--- src/ifetch_config.svh ---
`ifndef IFETCH_CONFIG_SVH
`define IFETCH_CONFIG_SVH

// Address and instruction word widths
`define IFETCH_ADDR_WIDTH 32
`define IFETCH_DATA_WIDTH 32

// Cache geometry, one word per line
`define IFETCH_OFFSET_WIDTH 2
`define IFETCH_INDEX_WIDTH 3

// First fetch address, start of flash
`define IFETCH_RESET_PC 32'h3000_0000

// Event counter width
`define IFETCH_COUNT_WIDTH 32

`endif

--- src/ifetch_pkg.sv ---
`include "ifetch_config.svh"

package ifetch_pkg;

    typedef logic [`IFETCH_ADDR_WIDTH-1:0] addr_t;
    typedef logic [`IFETCH_DATA_WIDTH-1:0] data_t;
    typedef logic [`IFETCH_COUNT_WIDTH-1:0] count_t;
    typedef logic [1:0] region_t;

    // Memory region codes
    localparam region_t REGION_NONE = 2'd0;
    localparam region_t REGION_FLASH = 2'd1;
    localparam region_t REGION_SRAM = 2'd2;
    localparam region_t REGION_SDRAM = 2'd3;

    // Cache lookup sequence
    typedef enum logic [1:0] {IDLE, LOOKUP, MISS} cache_state_t;

    // One outstanding fetch at a time
    typedef enum logic {ISSUE, WAIT} fetch_state_t;

endpackage

--- src/fetch_unit.sv ---
`timescale 1ns/1ps
`include "ifetch_config.svh"

module fetch_unit import ifetch_pkg::*; (
    input  logic  clock,
    input  logic  reset,
    input  logic  fetch_stall,
    input  logic  redirect,
    input  addr_t redirect_pc,
    input  logic  req_ready,
    input  logic  resp_valid,
    input  data_t resp_data,
    output logic  req_valid,
    output addr_t req_addr,
    output logic  instr_valid,
    output data_t instr,
    output addr_t instr_pc
);

    fetch_state_t state;
    addr_t        pc;
    addr_t        redirect_target;
    logic         redirect_pending;
    logic         accept;

    assign req_valid = (state == ISSUE) && !fetch_stall;
    assign req_addr  = pc;
    assign accept    = req_valid && req_ready;

    // ------------------------------------------------------------
    // Request sequencing and PC update
    // ------------------------------------------------------------
    always_ff @(posedge clock or posedge reset) begin
        if (reset) begin
            state            <= ISSUE;
            pc               <= `IFETCH_RESET_PC;
            redirect_pending <= 1'b0;
            instr_valid      <= 1'b0;
        end else begin
            instr_valid <= resp_valid;
            case (state)
                ISSUE:   if (accept) state <= WAIT;
                WAIT:    if (resp_valid) state <= ISSUE;
                default: state <= ISSUE;
            endcase
            if (resp_valid) begin
                // A redirect in the response cycle wins over an older one
                if (redirect)
                    pc <= redirect_pc;
                else if (redirect_pending)
                    pc <= redirect_target;
                else
                    pc <= pc + 4;
                redirect_pending <= 1'b0;
            end else if (redirect) begin
                // Nothing in flight, so steer the next request directly
                if (state == ISSUE && !accept)
                    pc <= redirect_pc;
                else
                    redirect_pending <= 1'b1;
            end
        end
    end

    always_ff @(posedge clock) begin
        if (redirect)
            redirect_target <= redirect_pc;
        if (resp_valid) begin
            instr    <= resp_data;
            instr_pc <= pc;
        end
    end

endmodule

--- src/icache.sv ---
`timescale 1ns/1ps
`include "ifetch_config.svh"

module icache import ifetch_pkg::*; (
    input  logic  clock,
    input  logic  reset,
    input  logic  invalidate,
    input  logic  req_valid,
    input  addr_t req_addr,
    input  logic  mem_arready,
    input  logic  mem_rvalid,
    input  data_t mem_rdata,
    output logic  req_ready,
    output logic  resp_valid,
    output data_t resp_data,
    output logic  mem_arvalid,
    output addr_t mem_araddr,
    output logic  cache_hit,
    output logic  cache_fill,
    output addr_t access_addr
);

    localparam int TAG_WIDTH = `IFETCH_ADDR_WIDTH - `IFETCH_INDEX_WIDTH - `IFETCH_OFFSET_WIDTH;
    localparam int LINES = 1 << `IFETCH_INDEX_WIDTH;

    typedef logic [TAG_WIDTH-1:0] tag_t;

    // Line storage
    data_t      data_mem [LINES];
    tag_t       tag_mem [LINES];
    logic [LINES-1:0] valid_bits;

    cache_state_t state;
    addr_t        addr_q;
    logic [`IFETCH_INDEX_WIDTH-1:0] index;
    tag_t         tag;
    logic         hit;
    logic         fill;

    assign index = addr_q[`IFETCH_OFFSET_WIDTH +: `IFETCH_INDEX_WIDTH];
    assign tag   = addr_q[`IFETCH_ADDR_WIDTH-1 -: TAG_WIDTH];

    assign hit  = (state == LOOKUP) && valid_bits[index] && (tag_mem[index] == tag);
    assign fill = (state == MISS) && mem_rvalid;

    // ------------------------------------------------------------
    // Request side
    // ------------------------------------------------------------
    assign req_ready  = (state == IDLE);
    assign resp_valid = hit || fill;
    // Miss data is forwarded straight from memory
    assign resp_data  = (state == MISS) ? mem_rdata : data_mem[index];

    assign mem_araddr  = addr_q;
    assign cache_hit   = hit;
    assign cache_fill  = fill;
    assign access_addr = addr_q;

    always_ff @(posedge clock or posedge reset) begin
        if (reset) begin
            state <= IDLE;
        end else begin
            case (state)
                IDLE:    if (req_valid && req_ready) state <= LOOKUP;
                LOOKUP:  state <= hit ? IDLE : MISS;
                MISS:    if (mem_rvalid) state <= IDLE;
                default: state <= IDLE;
            endcase
        end
    end

    always_ff @(posedge clock) begin
        if (req_valid && req_ready)
            addr_q <= req_addr;
    end

    // ------------------------------------------------------------
    // Miss read toward memory
    // ------------------------------------------------------------
    always_ff @(posedge clock or posedge reset) begin
        if (reset)
            mem_arvalid <= 1'b0;
        else if (state == LOOKUP && !hit)
            mem_arvalid <= 1'b1;
        else if (mem_arvalid && mem_arready)
            mem_arvalid <= 1'b0;
    end

    // Fill after invalidate so the new line survives
    always_ff @(posedge clock or posedge reset) begin
        if (reset) begin
            valid_bits <= '0;
        end else begin
            if (invalidate)
                valid_bits <= '0;
            if (fill)
                valid_bits[index] <= 1'b1;
        end
    end

    always_ff @(posedge clock) begin
        if (fill) begin
            data_mem[index] <= mem_rdata;
            tag_mem[index]  <= tag;
        end
    end

endmodule

--- src/region_counter.sv ---
`timescale 1ns/1ps
`include "ifetch_config.svh"

module region_counter import ifetch_pkg::*; (
    input  logic   clock,
    input  logic   reset,
    input  logic   cache_hit,
    input  logic   cache_fill,
    input  addr_t  access_addr,
    output count_t flash_hit,
    output count_t flash_miss,
    output count_t sram_hit,
    output count_t sram_miss,
    output count_t sdram_hit,
    output count_t sdram_miss
);

    region_t region;

    // Region decode on the upper address bits
    always_comb begin
        if (access_addr[`IFETCH_ADDR_WIDTH-1 -: 4] == 4'h3)
            region = REGION_FLASH;
        else if (access_addr[`IFETCH_ADDR_WIDTH-1 -: 8] == 8'h0f)
            region = REGION_SRAM;
        else if (access_addr[`IFETCH_ADDR_WIDTH-1 -: 3] == 3'b101)
            region = REGION_SDRAM;  // top nibble a or b
        else
            region = REGION_NONE;
    end

    always_ff @(posedge clock or posedge reset) begin
        if (reset) begin
            flash_hit  <= '0;
            flash_miss <= '0;
            sram_hit   <= '0;
            sram_miss  <= '0;
            sdram_hit  <= '0;
            sdram_miss <= '0;
        end else begin
            case (region)
                REGION_FLASH: begin
                    if (cache_hit) flash_hit <= flash_hit + 1'b1;
                    if (cache_fill) flash_miss <= flash_miss + 1'b1;
                end
                REGION_SRAM: begin
                    if (cache_hit) sram_hit <= sram_hit + 1'b1;
                    if (cache_fill) sram_miss <= sram_miss + 1'b1;
                end
                REGION_SDRAM: begin
                    if (cache_hit) sdram_hit <= sdram_hit + 1'b1;
                    if (cache_fill) sdram_miss <= sdram_miss + 1'b1;
                end
                default: ;
            endcase
        end
    end

endmodule

--- src/ifetch_top.sv ---
`timescale 1ns/1ps

module ifetch_top import ifetch_pkg::*; (
    input  logic   clock,
    input  logic   reset,
    input  logic   fetch_stall,
    input  logic   redirect,
    input  addr_t  redirect_pc,
    input  logic   invalidate,
    input  logic   mem_arready,
    input  logic   mem_rvalid,
    input  data_t  mem_rdata,
    output logic   instr_valid,
    output data_t  instr,
    output addr_t  instr_pc,
    output logic   mem_arvalid,
    output addr_t  mem_araddr,
    output count_t flash_hit,
    output count_t flash_miss,
    output count_t sram_hit,
    output count_t sram_miss,
    output count_t sdram_hit,
    output count_t sdram_miss
);

    // Fetch unit to cache
    logic  req_valid;
    logic  req_ready;
    addr_t req_addr;
    logic  resp_valid;
    data_t resp_data;

    // Cache events for the counters
    logic  cache_hit;
    logic  cache_fill;
    addr_t access_addr;

    fetch_unit u_fetch_unit (
        .clock       (clock),
        .reset       (reset),
        .fetch_stall (fetch_stall),
        .redirect    (redirect),
        .redirect_pc (redirect_pc),
        .req_ready   (req_ready),
        .resp_valid  (resp_valid),
        .resp_data   (resp_data),
        .req_valid   (req_valid),
        .req_addr    (req_addr),
        .instr_valid (instr_valid),
        .instr       (instr),
        .instr_pc    (instr_pc)
    );

    icache u_icache (
        .clock       (clock),
        .reset       (reset),
        .invalidate  (invalidate),
        .req_valid   (req_valid),
        .req_addr    (req_addr),
        .mem_arready (mem_arready),
        .mem_rvalid  (mem_rvalid),
        .mem_rdata   (mem_rdata),
        .req_ready   (req_ready),
        .resp_valid  (resp_valid),
        .resp_data   (resp_data),
        .mem_arvalid (mem_arvalid),
        .mem_araddr  (mem_araddr),
        .cache_hit   (cache_hit),
        .cache_fill  (cache_fill),
        .access_addr (access_addr)
    );

    region_counter u_region_counter (
        .clock       (clock),
        .reset       (reset),
        .cache_hit   (cache_hit),
        .cache_fill  (cache_fill),
        .access_addr (access_addr),
        .flash_hit   (flash_hit),
        .flash_miss  (flash_miss),
        .sram_hit    (sram_hit),
        .sram_miss   (sram_miss),
        .sdram_hit   (sdram_hit),
        .sdram_miss  (sdram_miss)
    );

endmodule

--- config.mk ---
export PLATFORM = sky130hd
export DESIGN_NAME = ifetch_top
export DESIGN_NICKNAME = d
export VERILOG_FILES = /design/src/ifetch_pkg.sv /design/src/fetch_unit.sv /design/src/icache.sv /design/src/region_counter.sv /design/src/ifetch_top.sv
export VERILOG_INCLUDE_DIRS = /design/src /design/src/src
export SDC_FILE = /design/constraint.sdc
export NUM_CORES = 1
export LEC_CHECK = 0
export BUFFER_PORTS_ARGS = -buffer_cell sky130_fd_sc_hd__buf_2
export CAP_MARGIN = 20
export CORE_MARGIN = 5
export CORE_UTILIZATION = 52
export CTS_BUF_LIST = sky130_fd_sc_hd__clkbuf_2
export CTS_CLUSTER_DIAMETER = 80
export DETAILED_ROUTE_END_ITERATION = 8
export PLACE_DENSITY = 0.72
export SYNTH_ARGS = -nofsm -noshare
export SYNTH_HDL_FRONTEND = slang
export SYNTH_HIERARCHICAL = 1
export SYNTH_SLANG_ARGS = --single-unit
--- constraint.sdc ---
create_clock -name clock -period 9.2 [get_ports clock]
set_input_delay 1.84 -clock clock [delete_from_list [all_inputs] [get_ports clock]]
set_output_delay 1.84 -clock clock [all_outputs]
set_load 0.02 [all_outputs]
==> metrics.txt <==
hpwl dp 49960 um; number of remaining DRC errors 0; Placed Cells 3271; Internal Pwr Total 0.005720 W; post-synthesis average cell area 15.94 sq um; final-stage net count about 2.7k; crit start category register; num rows 93; status finished clean; Layout area overhead 13.38%; depth of the CTS H-tree 4; Sequential cell area 24050 sq um; initial antenna violation count 7; Vias roughly 21k; Critical Path Most Common Cell nand2_1; # IOs approximately 360; Die ar. 70680 sq um; register bit total from synthesis roughly 840; fmax 172.9 MHz; hold_buf cts 0; Final Cycle Share 62.88%; Yosys cell types 64; setup TNS 0 ns; TritonCTS sink count 841; routed len/inst 22.10 um; largest registers u_icache/data_mem (256), u_icache/tag_mem (216); Net Switching 0.002394 W; EDFF count, synth 600; worst-skew pair later-pin latency 1.44 ns; Die Wd ~270 um; sequential element share of the synthesized area 70.61%; clock slew at reported path FFs 0.11 ns; CTS tree built; number of detailed-route iterations in the first pass 5; Sequential Power Share around 57%; relative slew slack 28.07%; worst path required time 10.56 ns; worst setup path category reg -> reg; Clock Skew 0.1200 ns; final setup vio count 0; Top FF cell, synth edfxtp_1; Placer Congestion slightly below 0.9; RSZ-0062 raised after global routing no; CTS buffer count 205; element type at the critical path end register; Final Hold Viols 0; worst path cell trace buf_4, buf_16, mux4_2, nand2_1, a21oi_1, a211oi_1, and4_1, and4bb_2, nand2b_4, nor2b_1, nand2_1, or4_1, o211ai_1; Die Y roughly 270 um; Total GRT Usage 22.62%; Max-Cap Viols 0; core area ~65000 sq um; final non-filler cell total 3648; Port Buffers 360; Yosys warning count 6; Gates resized, CTS repair 0; worst slew pin tran 1.079 ns; Pleak 15.51 nW; fill count 5092; Slowest cell on crit path dfxtp_4; Worst EP arrival around 7 ns; Mapped Area 34040 sq um; Vias/cell 5.683; R2R setup slack 3.42 ns; register with the most flip-flops u_icache/data_mem; Root Buffer clkbuf_2; Hold Crit Class in -> async; gr ovfl total 0; postcts setup bufs 0; Post-DRT Antenna Nets 0; pin count of the biggest net entering global routing 100; switch share between 20% and 30%; Power Density 210.2 nW/um^2; Detailed Route WL ~80000 um; multi-input logic area 9382 sq um; clock share of power 30.1%; DRT iter0 DRCs 1638; initial core utilization between 50% and 60%; max reg flops 256; Slew Limit Fails 0; first-pass GRT wire length 124400 um; Syn Nets 2214; Tmin final 5.785 ns; Post-synth ARST share 28.30%; number of global-route vias before repair 21.37k; Crit Path Max Fanout 47; combinational share of power 13.0%; Worst VDD drop 0.0001272 V; share of cells above drive strength 1 between 30% and 40%; slowest stage delay, CP 0.96 ns; CTS Buffer Depth 3; post-synthesis cell count 2136
==> metrics by stage <==
step                hold WS [ns]  utilization (%)  setup slack (ns)  area, sq um  power [W]
floorplan                 0.4402                -            0.9512        34040   0.005366
global placement          0.4506            56.56             2.549        36590   0.005706
detailed placement        0.4516            56.62             3.065        36630   0.005749
CTS                       0.3189            59.55             3.075        38530   0.008200
global route              0.3599            59.63             3.088        38580   0.008554
finish                    0.4360            59.65             3.415        38590   0.008114
==> cell type report <==
| type | instances | area share (%) |
|---|---|---|
| multi-input combinational | 1162 | 24.31 |
| clock inverter | 69 | 1.044 |
| sequential | 841 | 62.31 |
| inverter | 25 | 0.2561 |
| clock buffer | 298 | 3.864 |
| timing repair buffer | 390 | 5.398 |
| antenna | 8 | 0.05187 |
| tap | 855 | 2.772 |
==> final timing paths <==
kind,from,end,cells after the start
worst min register to register,u_region_counter/sram_hit[31],u_region_counter/sram_hit[31],1
worst min-delay path,reset,u_icache/mem_arvalid,2
worst max register to register,register,u_fetch_unit/req_addr[21],13
max in group asynchronous,reset,u_region_counter/flash_hit[9],3
min in group clock,u_region_counter/sram_hit[31],u_region_counter/sram_hit[31],1
worst max-delay path,register,u_fetch_unit/req_addr[21],13
==> worst max-delay path: cells and delay by family, from the launching register on <==
kind / cells / cell delay (ns)
and+or+nand+nor: 7 / 2.90
AOI/OAI and AO/OA: 3 / 0.49
buffers and inverters: 2 / 0.75
muxes: 1 / 0.55
DFF: 1 / 0.96
==> placed cells by master, fill, tap and decap left out, types with 23 or more instances in the layout <==
| master | Yosys | final |
|---|---|---|
| a21oi_1 | 38 | 38 |
| and3_1 | 61 | 61 |
| buf_2 | 21 | 360 |
| buf_4 | 33 | 26 |
| clkbuf_2 | 0 | 298 |
| clkinv_1 | 0 | 48 |
| dfrtp_1 | 236 | 236 |
| edfxtp_1 | 600 | 600 |
| inv_1 | 24 | 23 |
| mux2i_1 | 84 | 84 |
| mux4_2 | 99 | 99 |
| nand2_1 | 139 | 139 |
| nand3_1 | 85 | 85 |
| nand4_1 | 68 | 68 |
| nor2_1 | 76 | 73 |
| nor3_1 | 34 | 30 |
| o21ai_0 | 59 | 59 |
| xnor2_1 | 132 | 132 |
| xor2_1 | 78 | 78 |
==> cell families (layout without fill, tap and decap cells) <==
kind of cell               count (synthesis)  after routing  share of synthesized area, %
DFF                                      841            841                         70.61
muxes                                    193            193                         9.395
buffers and inverters                    133            782                         2.040
adders and majority gates                  7              7                        0.2573
AOI/OAI and AO/OA                        184            184                         3.400
and+or+nand+nor                          568            568                         8.898
xor gates and xnor gates                 210            210                         5.403
other                                      0              8                             0
==> per-layer routing <==
layer,share of wire [%],wire (um),GRT usage (%),vias to the layer above
met3,7.2,5832,6.178,160
met2,49,39360,35.88,824
met1,40,32570,30.07,10490
met4,3.5,2806,9.197,8
met5,0.063,51,0,-
li1,-,-,-,9254
==> cells in the mapped netlist (33+ instances only) <==
cell	n	area share, %
edfxtp_1	600	53
dfrtp_1	236	17
nand2_1	139	1.5
xnor2_1	132	3.4
mux4_2	99	6.5
nand3_1	85	1.2
mux2i_1	84	2.5
xor2_1	78	2.0
nor2_1	76	0.84
nand4_1	68	1.2
and3_1	61	1.1
o21ai_0	59	0.87
clkbuf_1	44	0.49
a21oi_1	38	0.56
nor3_1	34	0.50
buf_4	33	0.73
==> power by group through the flow <==
| stage | Sequential (W) | Combinational (W) | Clock [W] |
|---|---|---|---|
| 2_1_floorplan | 0.00459 | 0.000777 | 0 |
| 3_3_place_gp | 0.00470 | 0.00100 | 0 |
| 3_5_place_dp | 0.00470 | 0.00105 | 0 |
| 4_1_cts | 0.00462 | 0.00105 | 0.00253 |
| 5_1_grt | 0.00465 | 0.00115 | 0.00276 |
| 6_report | 0.00462 | 0.00106 | 0.00244 |
Power figures use the tool's default switching activity.
